### config.mk
export PLATFORM = sky130hd
export DESIGN_NAME = xm_regs
export DESIGN_NICKNAME = d
export VERILOG_FILES = /design/src/source/xm_pkg.sv /design/src/source/host_bus_sync.sv /design/src/source/tick_timer.sv /design/src/source/vram_xr_port.sv /design/src/source/xm_regs.sv
export VERILOG_INCLUDE_DIRS = /design/src /design/src/source
export SDC_FILE = /design/constraint.sdc
export NUM_CORES = 1
export LEC_CHECK = 0
export BUFFER_PORTS_ARGS = -buffer_cell sky130_fd_sc_hd__buf_4
export CAP_MARGIN = 10
export CORE_MARGIN = 4
export CORE_UTILIZATION = 33
export CTS_CLUSTER_DIAMETER = 30
export DETAILED_ROUTE_END_ITERATION = 7
export PLACE_DENSITY_LB_ADDON = 0.3
export SETUP_SLACK_MARGIN = 0.3
export SLEW_MARGIN = 20
export SYNTH_ARGS = -nofsm -noshare
export SYNTH_HDL_FRONTEND = slang
export SYNTH_SLANG_ARGS = --single-unit
### constraint.sdc
create_clock -name clk -period 3.07 [get_ports clk]
set_input_delay 0.307 -clock clk [delete_from_list [all_inputs] [get_ports clk]]
set_output_delay 0.307 -clock clk [all_outputs]
set_load 0.005 [all_outputs]
### src/source/xm_defines.svh
// host register block widths, register numbers, clock rate and reset values
`ifndef XM_DEFINES_SVH
`define XM_DEFINES_SVH

`define XM_WORD_W               16          // data and address width
`define XM_INTR_W               7           // interrupt sources
`define XM_PCLK_HZ              1000000     // pixel clock, multiple of 1000
`define XM_TIMER_HZ_REDUCED     10          // divider step added per clock
`define XM_WRMASK_RESET         4'b1111     // all four nibbles writable

// host register numbers
`define XM_SYS_CTRL             4'h0        // mem_wait, blanking, write mask
`define XM_INT_CTRL             4'h1        // interrupt mask and status/clear
`define XM_TIMER                4'h2        // tenth-ms timer
`define XM_RD_XADDR             4'h3        // XR read address
`define XM_WR_XADDR             4'h4        // XR write address
`define XM_XDATA                4'h5        // XR data port
`define XM_RD_INCR              4'h6        // VRAM read increment
`define XM_RD_ADDR              4'h7        // VRAM read address
`define XM_WR_INCR              4'h8        // VRAM write increment
`define XM_WR_ADDR              4'h9        // VRAM write address
`define XM_DATA                 4'hA        // VRAM data port
`define XM_DATA_2               4'hB        // VRAM data port alias

`endif

### src/source/xm_pkg.sv
// data types shared by the host register block
`include "xm_defines.svh"

package xm_pkg;

typedef logic [`XM_WORD_W-1:0]  word_t;     // register / memory word
typedef logic [`XM_WORD_W-1:0]  addr_t;     // VRAM or XR address
typedef logic [7:0]             byte_t;     // host bus byte
typedef logic [`XM_INTR_W-1:0]  intr_t;     // one bit per interrupt source

// one word seen whole or as the two host bus bytes
typedef union packed {
    word_t          word;                   // full 16 bits
    struct packed {
        byte_t      even;                   // high byte, bytesel 0
        byte_t      odd;                    // low byte, bytesel 1
    } bytes;
} byte_pair_u;

endpackage

### src/source/host_bus_sync.sv
// host bus synchronizer, latches one byte access and emits a read or write strobe
`timescale 1ns/1ps

module host_bus_sync import xm_pkg::*; (
    input  logic        clk,
    input  logic        reset_i,
    input  logic        bus_cs_n_i,         // async chip select, active low
    input  logic        bus_rd_nwr_i,       // 1 read, 0 write
    input  logic [3:0]  bus_reg_num_i,      // register number
    input  logic        bus_bytesel_i,      // 0 even byte, 1 odd byte
    input  byte_t       bus_data_i,         // write data from host
    output logic        write_strobe_o,     // one cycle per byte write
    output logic        read_strobe_o,      // one cycle per byte read
    output logic [3:0]  reg_num_o,          // held until next access
    output logic        bytesel_o,
    output byte_t       data_byte_o
);

logic   cs_meta;                            // first sync stage
logic   cs_sync;                            // second sync stage
logic   cs_last;                            // synced value one clock ago
logic   cs_fall;                            // select just went active

assign cs_fall = cs_last & ~cs_sync;

always_ff @(posedge clk) begin
    if (reset_i) begin
        cs_meta         <= 1'b1;            // bus idle
        cs_sync         <= 1'b1;
        cs_last         <= 1'b1;
        write_strobe_o  <= 1'b0;
        read_strobe_o   <= 1'b0;
    end else begin
        cs_meta         <= bus_cs_n_i;
        cs_sync         <= cs_meta;
        cs_last         <= cs_sync;
        write_strobe_o  <= cs_fall & ~bus_rd_nwr_i;
        read_strobe_o   <= cs_fall & bus_rd_nwr_i;
    end
end

// host keeps the fields stable well past the sync delay
always_ff @(posedge clk) begin
    if (cs_fall) begin
        reg_num_o       <= bus_reg_num_i;
        bytesel_o       <= bus_bytesel_i;
        data_byte_o     <= bus_data_i;
    end
end

endmodule

### src/source/tick_timer.sv
// free-running tenth-millisecond timer from a fractional divider of the pixel clock
`timescale 1ns/1ps
`include "xm_defines.svh"

module tick_timer import xm_pkg::*; (
    input  logic    clk,
    input  logic    reset_i,
    output word_t   timer_o                 // counts 1/10 ms, wraps
);

localparam int  CLK_REDUCED = `XM_PCLK_HZ / 1000;       // clocks per 1/HZ_REDUCED tick
localparam int  HZ_REDUCED  = `XM_TIMER_HZ_REDUCED;
localparam int  FRAC_BITS   = $clog2(CLK_REDUCED) + 1;  // room for the sign bit

localparam logic signed [FRAC_BITS-1:0] STEP_IDLE = FRAC_BITS'(HZ_REDUCED);
localparam logic signed [FRAC_BITS-1:0] STEP_TICK = FRAC_BITS'(HZ_REDUCED - CLK_REDUCED);

logic signed [FRAC_BITS-1:0]    frac;      // fractional accumulator
logic                           tick;

assign tick = ~frac[FRAC_BITS-1];           // non-negative means a tick is due

always_ff @(posedge clk) begin
    if (reset_i) begin
        frac    <= '0;
        timer_o <= '0;
    end else begin
        if (tick) begin
            frac    <= frac + STEP_TICK;    // pay back one period
            timer_o <= timer_o + 1'b1;
        end else begin
            frac    <= frac + STEP_IDLE;
        end
    end
end

endmodule

### src/source/vram_xr_port.sv
// VRAM and XR access port with auto-increment addresses, write assembly and read-ahead
`timescale 1ns/1ps
`include "xm_defines.svh"

module vram_xr_port import xm_pkg::*; (
    input  logic        clk,
    input  logic        reset_i,
    input  logic        write_strobe_i,     // byte write from host
    input  logic        read_strobe_i,      // byte read from host
    input  logic [3:0]  reg_num_i,
    input  logic        bytesel_i,          // 0 even, 1 odd
    input  byte_t       data_byte_i,
    input  logic        vram_ack_i,         // one cycle, ends a VRAM request
    input  logic        xr_ack_i,           // one cycle, ends an XR request
    input  word_t       regs_data_i,        // VRAM read data
    input  word_t       xr_data_i,          // XR read data
    output logic        regs_vram_sel_o,
    output logic        regs_xr_sel_o,
    output logic        regs_wr_o,          // request is a write
    output addr_t       regs_addr_o,
    output word_t       regs_data_o,
    output logic        mem_wait_o,         // any request outstanding
    output word_t       rd_xaddr_o,
    output word_t       wr_xaddr_o,
    output word_t       xdata_o,            // last XR word read
    output word_t       rd_incr_o,
    output word_t       rd_addr_o,
    output word_t       wr_incr_o,
    output word_t       wr_addr_o,
    output word_t       data_o              // last VRAM word read
);

logic       vram_rd;                        // VRAM read outstanding
logic       xr_rd;                          // XR read outstanding
logic       rd_incr_flag;                   // step rd_addr next cycle
logic       wr_incr_flag;
logic       xrd_incr_flag;
logic       xwr_incr_flag;
logic       wr_even;
logic       wr_odd;
logic       rd_odd;
logic       is_data;                        // DATA or DATA_2
byte_t      even_q;                         // held even byte of a data write
byte_pair_u wr_word;                        // assembled write word

// merge one host byte into a word
function automatic word_t put_byte(input word_t w, input logic odd, input byte_t b);
    byte_pair_u p;
    p.word = w;
    if (odd) begin
        p.bytes.odd = b;
    end else begin
        p.bytes.even = b;
    end
    return p.word;
endfunction

assign wr_even    = write_strobe_i & ~bytesel_i;
assign wr_odd     = write_strobe_i & bytesel_i;
assign rd_odd     = read_strobe_i & bytesel_i;  // odd read ends a word read
assign is_data    = (reg_num_i == `XM_DATA) || (reg_num_i == `XM_DATA_2);
assign mem_wait_o = regs_wr_o | vram_rd | xr_rd;

always_comb begin
    wr_word.bytes.even = even_q;
    wr_word.bytes.odd  = data_byte_i;
end

always_ff @(posedge clk) begin
    if (reset_i) begin
        regs_vram_sel_o <= 1'b0;
        regs_xr_sel_o   <= 1'b0;
        regs_wr_o       <= 1'b0;
        vram_rd         <= 1'b0;
        xr_rd           <= 1'b0;
        rd_incr_flag    <= 1'b0;
        wr_incr_flag    <= 1'b0;
        xrd_incr_flag   <= 1'b0;
        xwr_incr_flag   <= 1'b0;
        rd_xaddr_o      <= '0;
        wr_xaddr_o      <= '0;
        rd_incr_o       <= '0;
        rd_addr_o       <= '0;
        wr_incr_o       <= '0;
        wr_addr_o       <= '0;
    end else begin
        rd_incr_flag    <= 1'b0;            // flags last one cycle
        wr_incr_flag    <= 1'b0;
        xrd_incr_flag   <= 1'b0;
        xwr_incr_flag   <= 1'b0;

        if (vram_ack_i) begin
            rd_incr_flag    <= vram_rd;
            wr_incr_flag    <= regs_wr_o;
            regs_vram_sel_o <= 1'b0;
            regs_wr_o       <= 1'b0;
            vram_rd         <= 1'b0;
        end
        if (xr_ack_i) begin
            xrd_incr_flag   <= xr_rd;
            xwr_incr_flag   <= regs_wr_o;
            regs_xr_sel_o   <= 1'b0;
            regs_wr_o       <= 1'b0;
            xr_rd           <= 1'b0;
        end

        // address steps, second cycle after the ack
        if (rd_incr_flag) begin
            rd_addr_o <= rd_addr_o + rd_incr_o;
        end
        if (wr_incr_flag) begin
            wr_addr_o <= wr_addr_o + wr_incr_o;
        end
        if (xrd_incr_flag) begin
            rd_xaddr_o <= rd_xaddr_o + 1'b1;
        end
        if (xwr_incr_flag) begin
            wr_xaddr_o <= wr_xaddr_o + 1'b1;
        end

        if (write_strobe_i) begin
            case (reg_num_i)
                `XM_RD_XADDR: rd_xaddr_o <= put_byte(rd_xaddr_o, bytesel_i, data_byte_i);
                `XM_WR_XADDR: wr_xaddr_o <= put_byte(wr_xaddr_o, bytesel_i, data_byte_i);
                `XM_RD_INCR:  rd_incr_o  <= put_byte(rd_incr_o, bytesel_i, data_byte_i);
                `XM_RD_ADDR:  rd_addr_o  <= put_byte(rd_addr_o, bytesel_i, data_byte_i);
                `XM_WR_INCR:  wr_incr_o  <= put_byte(wr_incr_o, bytesel_i, data_byte_i);
                `XM_WR_ADDR:  wr_addr_o  <= put_byte(wr_addr_o, bytesel_i, data_byte_i);
                default: begin
                end
            endcase
        end

        // request starts
        if ((wr_odd && reg_num_i == `XM_RD_ADDR) || (rd_odd && is_data)) begin
            regs_vram_sel_o <= 1'b1;        // read or pre-read
            vram_rd         <= 1'b1;
        end
        if ((wr_odd && reg_num_i == `XM_RD_XADDR) || (rd_odd && reg_num_i == `XM_XDATA)) begin
            regs_xr_sel_o   <= 1'b1;
            xr_rd           <= 1'b1;
        end
        if (wr_odd && is_data) begin
            regs_vram_sel_o <= 1'b1;
            regs_wr_o       <= 1'b1;
        end
        if (wr_odd && reg_num_i == `XM_XDATA) begin
            regs_xr_sel_o   <= 1'b1;
            regs_wr_o       <= 1'b1;
        end
    end
end

// request address/data and captured read words
always_ff @(posedge clk) begin
    if (vram_ack_i && vram_rd) begin
        data_o <= regs_data_i;
    end
    if (xr_ack_i && xr_rd) begin
        xdata_o <= xr_data_i;
    end
    if (wr_even && (is_data || reg_num_i == `XM_XDATA)) begin
        even_q <= data_byte_i;              // wait for the odd half
    end
    if (wr_odd) begin
        case (reg_num_i)
            `XM_RD_ADDR:  regs_addr_o <= put_byte(rd_addr_o, 1'b1, data_byte_i);
            `XM_RD_XADDR: regs_addr_o <= put_byte(rd_xaddr_o, 1'b1, data_byte_i);
            `XM_DATA, `XM_DATA_2: begin
                regs_addr_o <= wr_addr_o;
                regs_data_o <= wr_word.word;
            end
            `XM_XDATA: begin
                regs_addr_o <= wr_xaddr_o;
                regs_data_o <= wr_word.word;
            end
            default: begin
            end
        endcase
    end
    if (rd_odd && is_data) begin
        regs_addr_o <= rd_addr_o;           // next VRAM word ahead
    end
    if (rd_odd && reg_num_i == `XM_XDATA) begin
        regs_addr_o <= rd_xaddr_o;          // next XR word ahead
    end
end

endmodule

### src/source/xm_regs.sv
// host register block top, control registers, timer latch and bus read mux
`timescale 1ns/1ps
`include "xm_defines.svh"

module xm_regs import xm_pkg::*; (
    input  logic        clk,
    input  logic        reset_i,
    input  logic        bus_cs_n_i,         // chip select, active low
    input  logic        bus_rd_nwr_i,       // 1 read, 0 write
    input  logic [3:0]  bus_reg_num_i,
    input  logic        bus_bytesel_i,      // 0 even, 1 odd
    input  byte_t       bus_data_i,
    output byte_t       bus_data_o,
    input  logic        vram_ack_i,
    input  logic        xr_ack_i,
    input  word_t       regs_data_i,        // VRAM read data
    input  word_t       xr_data_i,          // XR read data
    input  logic        h_blank_i,
    input  logic        v_blank_i,
    input  intr_t       intr_status_i,      // pending interrupts
    output logic        regs_vram_sel_o,
    output logic        regs_xr_sel_o,
    output logic        regs_wr_o,
    output logic [3:0]  regs_wrmask_o,      // VRAM nibble write enables
    output addr_t       regs_addr_o,
    output word_t       regs_data_o,
    output intr_t       intr_mask_o,        // enabled interrupts
    output intr_t       intr_clear_o        // one-cycle clear pulse
);

logic       write_strobe;
logic       read_strobe;
logic [3:0] reg_num;
logic       bytesel;
byte_t      data_byte;
word_t      timer;
byte_t      timer_lo;                       // low byte held at high byte read
logic       mem_wait;
word_t      rd_xaddr;
word_t      wr_xaddr;
word_t      xdata;
word_t      rd_incr;
word_t      rd_addr;
word_t      wr_incr;
word_t      wr_addr;
word_t      data;
byte_pair_u rd_pair;                        // selected read word

host_bus_sync host_bus_sync_inst (
    .clk            (clk),
    .reset_i        (reset_i),
    .bus_cs_n_i     (bus_cs_n_i),
    .bus_rd_nwr_i   (bus_rd_nwr_i),
    .bus_reg_num_i  (bus_reg_num_i),
    .bus_bytesel_i  (bus_bytesel_i),
    .bus_data_i     (bus_data_i),
    .write_strobe_o (write_strobe),
    .read_strobe_o  (read_strobe),
    .reg_num_o      (reg_num),
    .bytesel_o      (bytesel),
    .data_byte_o    (data_byte)
);

tick_timer tick_timer_inst (
    .clk            (clk),
    .reset_i        (reset_i),
    .timer_o        (timer)
);

vram_xr_port vram_xr_port_inst (
    .clk             (clk),
    .reset_i         (reset_i),
    .write_strobe_i  (write_strobe),
    .read_strobe_i   (read_strobe),
    .reg_num_i       (reg_num),
    .bytesel_i       (bytesel),
    .data_byte_i     (data_byte),
    .vram_ack_i      (vram_ack_i),
    .xr_ack_i        (xr_ack_i),
    .regs_data_i     (regs_data_i),
    .xr_data_i       (xr_data_i),
    .regs_vram_sel_o (regs_vram_sel_o),
    .regs_xr_sel_o   (regs_xr_sel_o),
    .regs_wr_o       (regs_wr_o),
    .regs_addr_o     (regs_addr_o),
    .regs_data_o     (regs_data_o),
    .mem_wait_o      (mem_wait),
    .rd_xaddr_o      (rd_xaddr),
    .wr_xaddr_o      (wr_xaddr),
    .xdata_o         (xdata),
    .rd_incr_o       (rd_incr),
    .rd_addr_o       (rd_addr),
    .wr_incr_o       (wr_incr),
    .wr_addr_o       (wr_addr),
    .data_o          (data)
);

always_ff @(posedge clk) begin
    if (reset_i) begin
        regs_wrmask_o <= `XM_WRMASK_RESET;
        intr_mask_o   <= '0;
        intr_clear_o  <= '0;
    end else begin
        intr_clear_o  <= '0;                // clears are pulses
        if (write_strobe && reg_num == `XM_SYS_CTRL && bytesel) begin
            regs_wrmask_o <= data_byte[3:0];
        end
        if (write_strobe && reg_num == `XM_INT_CTRL) begin
            if (bytesel) begin
                intr_clear_o <= data_byte[6:0];
            end else begin
                intr_mask_o  <= data_byte[6:0];
            end
        end
    end
end

always_ff @(posedge clk) begin
    if (read_strobe && !bytesel) begin
        timer_lo <= timer[7:0];             // any even read, keeps TIMER coherent
    end
end

always_comb begin
    case (reg_num)
        `XM_SYS_CTRL: rd_pair.word = {mem_wait, 2'b00, h_blank_i, v_blank_i, 7'b0, regs_wrmask_o};
        `XM_INT_CTRL: rd_pair.word = {1'b0, intr_mask_o, 1'b0, intr_status_i};
        `XM_TIMER:    rd_pair.word = {timer[15:8], timer_lo};   // live high, latched low
        `XM_RD_XADDR: rd_pair.word = rd_xaddr;
        `XM_WR_XADDR: rd_pair.word = wr_xaddr;
        `XM_XDATA:    rd_pair.word = xdata;
        `XM_RD_INCR:  rd_pair.word = rd_incr;
        `XM_RD_ADDR:  rd_pair.word = rd_addr;
        `XM_WR_INCR:  rd_pair.word = wr_incr;
        `XM_WR_ADDR:  rd_pair.word = wr_addr;
        `XM_DATA, `XM_DATA_2: rd_pair.word = data;
        default:      rd_pair.word = '0;        // unused registers
    endcase
end

assign bus_data_o = bytesel ? rd_pair.bytes.odd : rd_pair.bytes.even;

endmodule

Word-level counts from Yosys, hierarchy flattened

Index checks and enable logic that the tools add are counted.

Bits in registers: 248
Bits of input ports: 60
Output and inout port bits: 61
Logic and storage cells: 148

Add/sub/neg operators: 7
Equal/unequal tests: 19
Muxes and demuxes: 30
Bitwise logic cells: 14
Reduce and logical (&&, ||, !) cells: 38

Operator list:

| kind                   | count |
|---|---|
| $mux 16                | 15 |
| $pmux 16 s11           | 1 |
| $pmux 16 s4            | 1 |
| $add 16x1->16 const B  | 3 |
| $add 16x16->16         | 2 |
| $mux 8                 | 3 |
| $ne 3x3->1 const B     | 8 |
| $eq 4x3->1 const B     | 4 |
| $eq 4x4->1 const B     | 4 |
| $logic_and 1x1->1      | 13 |
| $reduce_and 3->1       | 4 |
| $add 11x11->11 const B | 1 |
| $add 11x5->11 const B  | 1 |
| $mux 11                | 1 |
| $mux 1                 | 9 |
| $reduce_bool 3->1      | 3 |
| $eq 4x2->1 const B     | 2 |
| $and 1x1->1            | 6 |
| $not 1->1              | 6 |
| $reduce_and 2->1       | 3 |
| $reduce_bool 6->1      | 1 |
| $reduce_or 2->1        | 3 |
| $reduce_or 3->1        | 2 |
| $eq 4x1->1 const B     | 1 |
| 6 further kinds        | 11 |

Depth between registers and ports, before layout

Gate-level depths: netlist (run 1).

Depth in word-level cells: 6
Mapped depth: 10
Gate-level depth less buffers: 9

Hierarchy

From an unflattened synthesis (run 1), not the netlist that was laid out.

Cells, all modules: 1353
Area total of the unflattened synthesis: 13121.3 sq um

Modules (own cells, without submodules):

| module        | instances | cells an instance | area each (sq um) | sequential area each (sq um) |
|---|---|---|---|---|
| vram_xr_port  | 1         | 920               | 8846.0            | 4264.1 |
| xm_regs       | 1         | 284               | 2570.0            | 600.6 |
| tick_timer    | 1         | 125               | 1162.4            | 520.5 |
| host_bus_sync | 1         | 24                | 543.0             | 490.5 |

Worst setup path before layout (run 1)

OpenSTA, ideal clock, no wires.

Path type: register -> register
Start point: register host_bus_sync_inst.reg_num_o[1]
End point: register vram_xr_port_inst.regs_data_o[0] (enable)
Setup time: 390 ps
Arrival: 2027 ps
Required time: 2680 ps
Path slack: 653 ps
Stages on the path, launching flop included: 8
Path buffers: 3
Clock period less this slack: 2417 ps
Cells stage by stage: edfxtp_1 > buf_2 > nand2b_1 > buf_2 > nor2_2 > nor2_1 > clkbuf_1 > nor2_1

Cells in the longest elaborated chain, start to end: 3
Elaborated cells between the ends (all ways): 5
Classes of those cells: 3 x eq/ne; 2 x reduce/logical

Ends and longest elaborated chain:

| element                                  | line                | text |
|---|---|---|
| start: declaration                       | host_bus_sync.sv:14 | `output logic [3:0] reg_num_o,` |
| start signal: assignment                 | host_bus_sync.sv:45 | `reg_num_o <= bus_reg_num_i;` |
| $eq 4x3->1 or $eq 4x4->1 (tied branches) | vram_xr_port.sv:166 | `case (reg_num_i)` |
| $reduce_or 3->1 (no line) (*)            | n/a                 |  |
| $reduce_and 2->1 (no line) (*)           | n/a                 |  |
| end signal: assignment                   | vram_xr_port.sv:171 | `regs_data_o <= wr_word.word;` |
| end signal: assignment                   | vram_xr_port.sv:175 | `regs_data_o <= wr_word.word;` |
| end: declaration                         | vram_xr_port.sv:21  | `output word_t regs_data_o,` |

Every way passes the cells marked *; elsewhere a longest branch is shown, timed or not.
A chain may end at the register's enable or synchronous reset.

Worst setup path in the final report (run 1)

Start point: register host_bus_sync_inst.reg_num_o[1]
End point: output port bus_data_o[5]

Cells in the longest elaborated chain, start to end: 4
Elaborated cells between the ends (all ways): 15
Classes of those cells: 11 x eq/ne; 2 x mux; 2 x reduce/logical

Ends and longest elaborated chain:

| element          | line           | text |
|---|---|---|
| $eq 4x4->1       | xm_regs.sv:125 | `case (reg_num)` |
| $reduce_or 2->1  | n/a            |  |
| $pmux 16 s11 (*) | xm_regs.sv:125 |  |
| $mux 8 (*)       | xm_regs.sv:141 | `assign bus_data_o = bytesel ? rd_pair.bytes.odd : rd_pair.bytes.even;` |
| end: declaration | xm_regs.sv:13  | `output byte_t bus_data_o,` |

Marks and branches as above.

==> results of run 1 <==
-- timing repair --
action	in CTS	in global routing
pin swaps	19	19
endpoints found under the setup margin	8	11
hold buffers	47	0
buffers inserted	24	10
gates resized for setup	58	24
endpoints found under the hold margin	48	0
gates cloned	6	0
-- layout make-up --
class	instances	area, um^2
diodes	1	2.50
clock inverters	46	587
multi-input cells	1070	6710
repair buffers	266	2230
flip-flops and latches	247	5880
clock buffers	61	1490
well taps	511	639
inverters	13	48.8
fillers	3588	20200
-- per-layer routing --
metal | wire length, um | vias up
met3 | 5680 | 140
met1 | 22500 | 6169
li1 | - | 5785
met5 | 0 | -
met2 | 22900 | 772
met4 | 2280 | 0
-- registers in the layout (all words and copies together) (netlist names), 4 cells and up --
| name | count |
|---|---|
| host_bus_sync_inst.data_byte_o | 8 |
| host_bus_sync_inst.reg_num_o | 4 |
| intr_clear_o | 7 |
| intr_mask_o | 7 |
| regs_wrmask_o | 4 |
| tick_timer_inst.frac | 10 |
| tick_timer_inst.timer_o | 16 |
| timer_lo | 8 |
| vram_xr_port_inst.data_o | 16 |
| vram_xr_port_inst.even_q | 8 |
| vram_xr_port_inst.rd_addr_o | 16 |
| vram_xr_port_inst.rd_incr_o | 16 |
| vram_xr_port_inst.rd_xaddr_o | 16 |
| vram_xr_port_inst.regs_addr_o | 16 |
| vram_xr_port_inst.regs_data_o | 16 |
| vram_xr_port_inst.wr_addr_o | 16 |
| vram_xr_port_inst.wr_incr_o | 16 |
| vram_xr_port_inst.wr_xaddr_o | 16 |
| vram_xr_port_inst.xdata_o | 16 |
-- stage by stage --
step                      worst slack [ps]  instance area, um^2  hold slack [ps]
after floorplan                        653                12700              383
after global placement                 423                14300              401
after detailed placement               372                14300              405
after CTS                              189                17400             24.8
after global routing                  75.4                17600             30.2
final                                  201                17600             49.1
-- cell families (layout without fill, tap and decap cells) --
kind of cell	Yosys count	count (layout)	synth area share, %
XOR/XNOR	42	42	2.90
buffers and inverters	96	386	3.06
flip-flops	247	247	46.4
AND/OR/NAND/NOR	542	542	20.1
multiplexers	12	12	1.06
adder cells (fa/ha/maj)	38	38	3.87
other	0	1	0
AO/OA/AOI/OAI	436	436	22.7
-- cell usage after synthesis, types with 3 or more instances --
cell / n / area, um^2
nand4_1: 11 / 68.8
and3_1: 27 / 169
inv_1: 12 / 45.0
or3_1: 4 / 25.0
nand3_1: 63 / 315
nand2_1: 183 / 687
a311oi_1: 6 / 52.6
a31oi_1: 26 / 163
and4_1: 4 / 35.0
nor3b_1: 8 / 60.1
o21a_1: 4 / 30.0
a211o_1: 6 / 52.6
a22o_1: 22 / 193
dfxtp_1: 154 / 3080
ha_1: 36 / 450
or2_2: 5 / 31.3
and3b_1: 3 / 26.3
a211oi_1: 18 / 135
a22oi_1: 39 / 293
a21o_1: 16 / 120
o21bai_1: 7 / 52.6
and2_1: 12 / 75.1
a21oi_1: 112 / 561
o21ai_0: 95 / 475
nor4_1: 5 / 31.3
buf_2: 19 / 95.1
a221oi_1: 21 / 184
a2111oi_0: 10 / 87.6
edfxtp_1: 93 / 2790
nor3_1: 36 / 180
nor2_1: 125 / 469
nand2b_1: 17 / 106
nor2b_1: 30 / 188
o22ai_1: 12 / 75.1
xor2_1: 22 / 193
o31ai_1: 9 / 67.6
xnor2_1: 20 / 175
clkbuf_1: 59 / 221
a222oi_1: 10 / 100
buf_1: 4 / 15.0
mux2i_1: 10 / 100
-- cell usage in the layout, fill, tap and decap left out, types with 33 or more instances in the layout --
cell type / synthesis / layout
edfxtp_1: 93 / 93
nand2_1: 183 / 181
nor2_1: 125 / 121
dlygate4sd3_1: 0 / 47
nor3_1: 36 / 33
a21oi_1: 112 / 108
nand3_1: 63 / 63
o21ai_0: 95 / 94
ha_1: 36 / 36
dfxtp_1: 154 / 154
buf_4: 1 / 196
clkbuf_16: 0 / 59
a22oi_1: 39 / 36
-- path summary, 6_finish.rpt --
path	start	end	slack, ps	cells after the start
max	host_bus_sync_inst.reg_num_o[1]	bus_data_o[5]	200	8
min reg2reg	vram_xr_port_inst.even_q[2]	vram_xr_port_inst.regs_data_o[10]	420	0
min	xr_ack_i	vram_xr_port_inst.xwr_incr_flag	50	2
max reg2reg	vram_xr_port_inst.wr_incr_o[0]	vram_xr_port_inst.wr_addr_o[12]	390	9
-- where the power goes --
group	internal, W	switching (W)
Clock	0.00441	0.00211
Combinational	0.000195	0.000222
Sequential	0.00342	0.0000291
Total	0.00803	0.00236
==> flow_metrics.env, run 1 <==
export IMPL_startpoint_type="flip-flop"
export IMPL_wl_per_cell_um=24.1
export IMPL_netlist_area_um2=12700
export IMPL_ys_ff_latch=247
export IMPL_cts_buffers=57
export IMPL_ir_drop_mv=0.596
export IMPL_crit_top_cell="buf_4"
export IMPL_clock_path_buffers=3
export IMPL_finalCriticalPeriod_ps=2870
export IMPL_synth_cell_type_count=73
export IMPL_port_buffers=120
export IMPL_ant_nets=0
export IMPL_start_util_pct=33.6
export IMPL_p_leak_nw=6.81
export IMPL_final_cells=2215
export IMPL_violations="design-rule violations"
export IMPL_dp_cells=2020
export IMPL_grt_pass1_wl_um=77900
export IMPL_tns_ps=0
export IMPL_cap_violations=0
export IMPL_first_iter_violations=1548
export IMPL_grtUsageMet3_pct=4.98
export IMPL_cts_tree="done"
export IMPL_yosysSeqAreaShare_pct=46.4
export IMPL_die_y_um=204
export IMPL_grt_most_used_layer="met2"
export IMPL_row_count=71
export IMPL_crit_family="compound AO/OA/AOI/OAI gates"
export IMPL_rsz0062_at_grt="true"
export IMPL_hp_class="primary input to flip-flop"
export IMPL_io_pin_count=121
export IMPL_hold_viol_final=0
export IMPL_cp_end_kind="output pin"
export IMPL_power_density_nw_per_um2=591
export IMPL_htree_levels=2
export IMPL_cts_sinks=247
export IMPL_viasPerCell=5.81
export IMPL_grt_max_degree=53
export IMPL_nets=1753
export IMPL_area_delta_synth_final_pct=38.7
export IMPL_setup_viol=0
export IMPL_gp_congestion=0.977
export IMPL_slew_headroom_pct=31.6
export IMPL_synth_edf_count=93
export IMPL_ys_warn_count=0
export IMPL_clk_pin_slew_ps=50
export IMPL_drcViolationCount=4
export IMPL_crit_required_ps=2760
export IMPL_cts_root_buffer="clkbuf_16"
export IMPL_clk_latency_ps=570
export IMPL_antenna_found_initial=1
export IMPL_slowest_stage="edfxtp_1"
export IMPL_finalWirelength_um=53300
export IMPL_grt_use_met1_pct=35.0
export IMPL_postLayoutCoreUtil_pct=46.6
export IMPL_synth_avg_cell_area_um2=8.97
export IMPL_grt_overflow=0
export IMPL_fp_dieW_um=204
export IMPL_grt_usage_pct=24.8
export IMPL_worst_pin_slew_ps=1030
export IMPL_status="finished, violations left"
export IMPL_dieArea_um2=41600
export IMPL_max_freq_mhz=349
export IMPL_slowest_delay_ps=470
export IMPL_vias=12900
export IMPL_yosys_most_used_dff="dfxtp_1"
export IMPL_drive_gt1_share_pct=22.7
export IMPL_worstSetupPathType="flip-flop to output pin"
export IMPL_async_flop_share_pct=0
export IMPL_period_share_pct=93.5
export IMPL_cp_arrival_ps=2560
export IMPL_grt_use_met2_pct=37.5
export IMPL_firstDrtPassIters=8
export IMPL_synth_cells=1413
export IMPL_clock_skew_ps=13.7
export IMPL_power_w=0.0104
export IMPL_grt_pass1_vias=12000
export IMPL_core_um2=37800
export IMPL_syn_nets=1511
export IMPL_critPathMaxFanout=6
export IMPL_dp_hpwl_um=38300
export IMPL_maxSlewViolCount=0
export IMPL_crit_buf_inv=3
export IMPL_cp_cell_sequence="buf_6 -> buf_4 -> nor3_4 -> a22o_1 -> a221oi_1 -> and4_1 -> a31oi_2 -> buf_4"
(Power assumes the default switching activity.)
==> run 2, diff against run 1 <==
--- a/config.mk
+++ b/config.mk
@@ -17,4 +17,5 @@
 export SLEW_MARGIN = 20
 export SYNTH_ARGS = -nofsm -noshare
 export SYNTH_HDL_FRONTEND = slang
+export SYNTH_HIERARCHICAL = 1
 export SYNTH_SLANG_ARGS = --single-unit
==> flow_metrics.env, run 2 <==
export IMPL_hold_viol_final=0
export IMPL_dpl_instance_area_um2=14800
export IMPL_synth_xor_area_share_pct=2.94
export IMPL_vias=12600
export IMPL_nets=1708
export IMPL_dp_hpwl_um=37500
export IMPL_slowest_delay_ps=480
export IMPL_startpoint_type="flip-flop"
export IMPL_wl_met1_um=22500
export IMPL_htree_levels=2
export IMPL_gp_congestion=0.957
export IMPL_dr_max_layer_used="met4"
export IMPL_ant_nets=0
export IMPL_rr_startpoint="host_bus_sync_inst/reg_num_o[2]"
export IMPL_finalWirelength_um=53400
export IMPL_synth_area_leader_cell="dfxtp_1"
export IMPL_io_pin_count=121
export IMPL_clock_skew_ps=25.1
export IMPL_worstSetupPathType="flip-flop to output pin"
export IMPL_netlist_area_leader_share_pct=23.5
export IMPL_maxSlewViolCount=0
export IMPL_clock_path_buffers=3
export IMPL_drive_gt1_share_pct=25.1
export IMPL_cp_arrival_ps=2730
export IMPL_synth_simple_area_share_pct=19.1
export IMPL_synth_area_top_cells="dfxtp_1 23%, edfxtp_1 21%, mux2i_1 4.2%"
export IMPL_row_count=72
export IMPL_firstDrtPassIters=6
export IMPL_area_delta_synth_final_pct=38.7
export IMPL_first_iter_violations=1407
export IMPL_cts_tree="done"
export IMPL_synth_avg_cell_area_um2=9.70
export IMPL_cts_root_buffer="clkbuf_16"
export IMPL_synthAdderAreaFrac_pct=3.74
export IMPL_finalCriticalPeriod_ps=3030
export IMPL_antennaDiodeCount=0
export IMPL_hp_class="primary input to flip-flop"
export IMPL_port_buffers=120
export IMPL_synth_area_mux_share_pct=5.85
export IMPL_period_share_pct=98.8
export IMPL_syn_nets=1451
export IMPL_netlist_area_um2=13100
export IMPL_cp_cell_sequence="buf_6 -> buf_12 -> and4bb_2 -> a221oi_2 -> o221ai_2 -> o41ai_2 -> a221oi_2 -> buf_4"
export IMPL_yosys_most_used_dff="dfxtp_1"
export IMPL_critPathMaxFanout=6
export IMPL_start_util_pct=33.6
export IMPL_met3_length_um=5200
export IMPL_synth_compound_area_share_pct=19.7
export IMPL_grt_usage_pct=23.8
export IMPL_cp_end_kind="output pin"
export IMPL_worstHoldStart="reset_i"
export IMPL_synth_cell_type_count=96
export IMPL_status="finished clean"
export IMPL_drcViolationCount=0
export IMPL_tns_ps=0
export IMPL_yosysSeqAreaShare_pct=44.8
export IMPL_ys_warn_count=6
export IMPL_grt_pass1_vias=12100
export IMPL_final_cell_mix="197 x buf_4, 154 x dfxtp_1, 131 x nor2_1"
export IMPL_final_area_um2=18200
export IMPL_synth_top_family_by_area="compound AO/OA/AOI/OAI gates"
export IMPL_antenna_found_initial=0
export IMPL_grt_max_degree=63
export IMPL_met2_length_um=22800
export IMPL_setup_viol=0
export IMPL_clk_pin_slew_ps=50
export IMPL_viasPerCell=5.78
export IMPL_core_um2=39000
export IMPL_synth_edf_count=93
export IMPL_async_flop_share_pct=0
export IMPL_wl_per_cell_um=24.5
export IMPL_power_density_nw_per_um2=578
export IMPL_cts_sinks=247
export IMPL_grt_overflow=0
export IMPL_crit_top_cell="a221oi_2"
export IMPL_dieArea_um2=43000
export IMPL_worst_pin_slew_ps=973
export IMPL_cap_violations=0
export IMPL_max_freq_mhz=330
export IMPL_fp_dieW_um=207
export IMPL_ir_drop_mv=0.425
export IMPL_cts_buffers=61
export IMPL_p_leak_nw=7.21
export IMPL_layout_commonest_cell="buf_4"
export IMPL_die_y_um=207
export IMPL_crit_required_ps=2760
export IMPL_rsz0062_at_grt="true"
export IMPL_yosysMostFrequentCell="dfxtp_1"
export IMPL_slew_headroom_pct=35.0
export IMPL_synth_commonest_cells="154 x dfxtp_1, 135 x nor2_1, 93 x edfxtp_1"
export IMPL_cp_startpoint="host_bus_sync_inst/reg_num_o[0]"
export IMPL_synth_cells=1353
export IMPL_ys_ff_latch=247
export IMPL_grt_pass1_wl_um=78800
export IMPL_clk_latency_ps=610
export IMPL_slowest_stage="a221oi_2"
run 2: changes by cell type in the layout (fill, tap and decap cells not counted), sizes merged, moves of 10 or more:
cell	change
a32oi	+13
mux2	+10
a22o	-11
o21ai	-27
a21oi	-25
nor4	+11
clkbuf	+23
nand2	-95
mux2i	+45
nor2	+13
o221ai	+10
nand3	-12
run 2: cell type report:
type,count,area [um^2]
tap,518,648
multi-input combinational,1000,6940
clock buffer,81,1690
timing repair buffer,278,2510
fill,3682,20800
clock inverter,35,453
inverter,22,86.3
sequential,247,5880
run 2: critical path, delay by kind of cell (launching register included):
family / cells / cell delay, ps
flops: 1 / 450
compound gates: 4 / 860
simple gates: 1 / 300
buf+inv: 3 / 500
run 2: logic make-up (layout without fill, tap and decap cells):
logic type | after synthesis | after routing
AOI/OAI and AO/OA | 381 | 381
muxes | 70 | 70
DFF | 247 | 247
adders and majority gates | 38 | 38
and+or+nand+nor | 467 | 467
xor gates and xnor gates | 44 | 44
buffers and inverters | 106 | 416
run 2: final timing paths:
check	to	slack [ps]	cells past startpoint
setup reg to reg	vram_xr_port_inst/rd_xaddr_o[1]	380	8
hold / removal	tick_timer_inst/timer_o[1]	260	2
setup / recovery	bus_data_o[0]	40	8
hold reg to reg	host_bus_sync_inst/cs_sync	400	1
run 2: what timing repair did:
item | CTS | global route
endpoints found under the setup margin | 8 | 40
cloned | 4 | 3
hold endpoints to repair | 50 | 0
pin swaps | 23 | 19
resized for setup | 49 | 21
buffers inserted | 31 | 11
hold buffers | 49 | 0
run 2: per-layer routing:
metal | vias up | track usage (%)
li1 | 5684 | -
met1 | 6038 | 32.7
met2 | 719 | 35.7
met3 | 160 | 5.03
met4 | 0 | 11.8
met5 | - | 0
run 2: per-stage QoR:
stage | setup WS, ps | util (%) | power (W) | hold WS, ps | instances
6_report | 36.2 | 46.7 | 0.0105 | 256 | 2181
5_1_grt | -19.4 | 46.7 | 0.0108 | 268 | 2181
4_1_cts | 120 | 46.0 | 0.0106 | 242 | 2167
3_5_place_dp | 400 | 37.8 | 0.00386 | 393 | 1967
3_3_place_gp | 455 | 37.8 | 0.00385 | 393 | 1967
2_1_floorplan | 327 | - | 0.00368 | 378 | 1353
run 2: report_power, final:
| part | internal, W | leakage [nW] | switching [W] |
|---|---|---|---|
| Combinational | 0.000223 | 4.09 | 0.000237 |
| Sequential | 0.00343 | 2.09 | 0.0000272 |
| Clock | 0.00458 | 1.03 | 0.00202 |
| Total | 0.00823 | 7.21 | 0.00229 |
==> run 3, diff against run 2 <==
--- a/config.mk
+++ b/config.mk
@@ -9,7 +9,7 @@
 export BUFFER_PORTS_ARGS = -buffer_cell sky130_fd_sc_hd__buf_4
 export CAP_MARGIN = 10
 export CORE_MARGIN = 4
-export CORE_UTILIZATION = 33
+export CORE_UTILIZATION = 50
 export CTS_CLUSTER_DIAMETER = 30
 export DETAILED_ROUTE_END_ITERATION = 7
 export PLACE_DENSITY_LB_ADDON = 0.3
==> flow_metrics.env, run 3 (synthesis results as in run 2) <==
export IMPL_startpoint_type="flip-flop"
export IMPL_worstHoldStart="vram_ack_i"
export IMPL_critPathMaxFanout=5
export IMPL_p_leak_nw=6.91
export IMPL_period_share_pct=95.8
export IMPL_grt_max_degree=47
export IMPL_power_share_clock_pct=58.9
export IMPL_rr_startpoint="host_bus_sync_inst/reg_num_o[1]"
export IMPL_hold_viol_final=0
export IMPL_finalWirelength_um=50800
export IMPL_cts_root_buffer="clkbuf_16"
export IMPL_antenna_found_initial=0
export IMPL_row_count=59
export IMPL_clk_latency_ps=560
export IMPL_cts_sinks=247
export IMPL_gp_congestion=1.05
export IMPL_reg2reg_to="vram_xr_port_inst/wr_addr_o[4]"
export IMPL_combPwrFrac_pct=4.7
export IMPL_layout_commonest_cell="buf_4"
export IMPL_cap_violations=0
export IMPL_start_util_pct=50.6
export IMPL_viasPerCell=6.57
export IMPL_tns_ps=0
export IMPL_worstSetupPathType="flip-flop to output pin"
export IMPL_rrSetupSlack_ps=360
export IMPL_slew_headroom_pct=22.2
export IMPL_clk_pin_slew_ps=50
export IMPL_dp_hpwl_um=34800
export IMPL_worst_pin_slew_ps=1170
export IMPL_postLayoutCoreUtil_pct=67.2
export IMPL_violations="design-rule violations"
export IMPL_area_delta_synth_final_pct=32.7
export IMPL_first_iter_violations=1831
export IMPL_regArea_um2=5880
export IMPL_vias=12900
export IMPL_htree_levels=2
export IMPL_min_to="vram_xr_port_inst/rd_incr_flag"
export IMPL_power_w=0.00949
export IMPL_drcViolationCount=29
export IMPL_setup_viol=0
export IMPL_seqPwrFrac_pct=36.4
export IMPL_final_cell_mix="181 x buf_4, 154 x dfxtp_1, 131 x nor2_1"
export IMPL_rsz0062_at_grt="true"
export IMPL_grt_usage_pct=33.9
export IMPL_power_density_nw_per_um2=545
export IMPL_hp_class="primary input to flip-flop"
export IMPL_core_um2=25900
export IMPL_p_sw_w=0.00212
export IMPL_grt_overflow=0
export IMPL_io_pin_count=121
export IMPL_holdWs_ps=42.8
export IMPL_fp_dieW_um=170
export IMPL_cts_tree="done"
export IMPL_nFillCells=1940
export IMPL_nets=1676
export IMPL_p_sw_share_pct=22.4
export IMPL_antennaDiodeCount=0
export IMPL_intPower_w=0.00737
export IMPL_wl_per_cell_um=26.0
export IMPL_grt_pass1_wl_um=74400
export IMPL_firstDrtPassIters=8
export IMPL_multiInputGateArea_um2=7020
export IMPL_status="finished, violations left"
export IMPL_maxSlewViolCount=0
export IMPL_finalCriticalPeriod_ps=2940
export IMPL_die_y_um=170
export IMPL_port_buffers=120
export IMPL_clock_path_buffers=3
export IMPL_ir_drop_mv=0.509
export IMPL_cp_arrival_ps=2630
export IMPL_max_freq_mhz=340
export IMPL_reg2regPathDepth=9
export IMPL_crit_required_ps=2760
export IMPL_hold_depth=2
export IMPL_grt_pass1_vias=12000
export IMPL_clock_skew_ps=33.7
export IMPL_ant_nets=0
export IMPL_cts_buffers=53
export IMPL_dieArea_um2=28900
export IMPL_cp_end_kind="output pin"
export IMPL_drive_gt1_share_pct=23.9
-- run 3: cell count changes in the layout (fill, tap and decap cells not counted), sizes merged --
cell and change:
clkbuf -16, dlygate4sd3 -2, inv -3, bufinv -5, buf -19, clkinv +4
-- run 3: area by class of cell --
cell class | instances | area share (%)
multi-input cells | 1000 | 40.3
well taps | 335 | 2.41
clock buffers | 68 | 8.48
clock inverters | 31 | 1.82
inverters | 22 | 0.496
repair buffers | 254 | 12.7
flip-flops and latches | 247 | 33.7
-- run 3: worst max-delay path by stage --
| stage | startpoint | to | slack [ps] | depth (start not counted) |
|---|---|---|---|---|
| floorplan | host_bus_sync_inst/reg_num_o[2] | vram_xr_port_inst/regs_addr_o[0] | 330 | 7 |
| global placement | host_bus_sync_inst/reg_num_o[3] | bus_data_o[0] | 420 | 6 |
| detailed placement | host_bus_sync_inst/reg_num_o[3] | bus_data_o[0] | 400 | 6 |
| CTS | host_bus_sync_inst/reg_num_o[3] | bus_data_o[2] | 150 | 8 |
| global route | host_bus_sync_inst/reg_num_o[3] | bus_data_o[0] | 90 | 7 |
| finish | host_bus_sync_inst/reg_num_o[3] | bus_data_o[0] | 130 | 9 |
-- run 3: power groups by stage --
| stage | sequential (W) | clock [W] | combinational (W) |
|---|---|---|---|
| floorplan | 0.00350 | 0 | 0.000179 |
| global placement | 0.00352 | 0 | 0.000317 |
| detailed placement | 0.00352 | 0 | 0.000321 |
| CTS | 0.00346 | 0.00563 | 0.000411 |
| global route | 0.00345 | 0.00581 | 0.000467 |
| finish | 0.00345 | 0.00559 | 0.000444 |
-- run 3: timing repair --
item | CTS | global route
gates resized for setup | 49 | 39
setup buffers | 25 | 8
hold buffers | 47 | 0
gates cloned | 2 | 0
hold endpoints to repair | 47 | 0
pin swaps | 15 | 21
endpoints found under the setup margin | 8 | 41
-- run 3: critical path, stage by stage (launching register included) --
cell      delay [ps]
edfxtp_1         460
buf_6            170
buf_12           130
buf_4            130
nor2_2           230
a31oi_1          180
o221ai_2         110
o41ai_1          120
a221oi_2         370
buf_4            180
-- run 3: layer usage --
metal / vias up / wire [um] / global-route usage (%)
met5: - / 0 / 0
met1: 6133 / 19300 / 44.3
met2: 912 / 22100 / 51.9
li1: 5600 / - / -
met4: 0 / 2990 / 16.4
met3: 211 / 6460 / 9.78
-- run 3: per-stage QoR --
stage               cells  setup slack (ps)  instance area, um^2
CTS                  1949               147                17200
finish               1957               128                17400
detailed placement   1776               401                14400
global route         1957              89.8                17400
floorplan            1353               327                13100
global placement     1776               424                14400
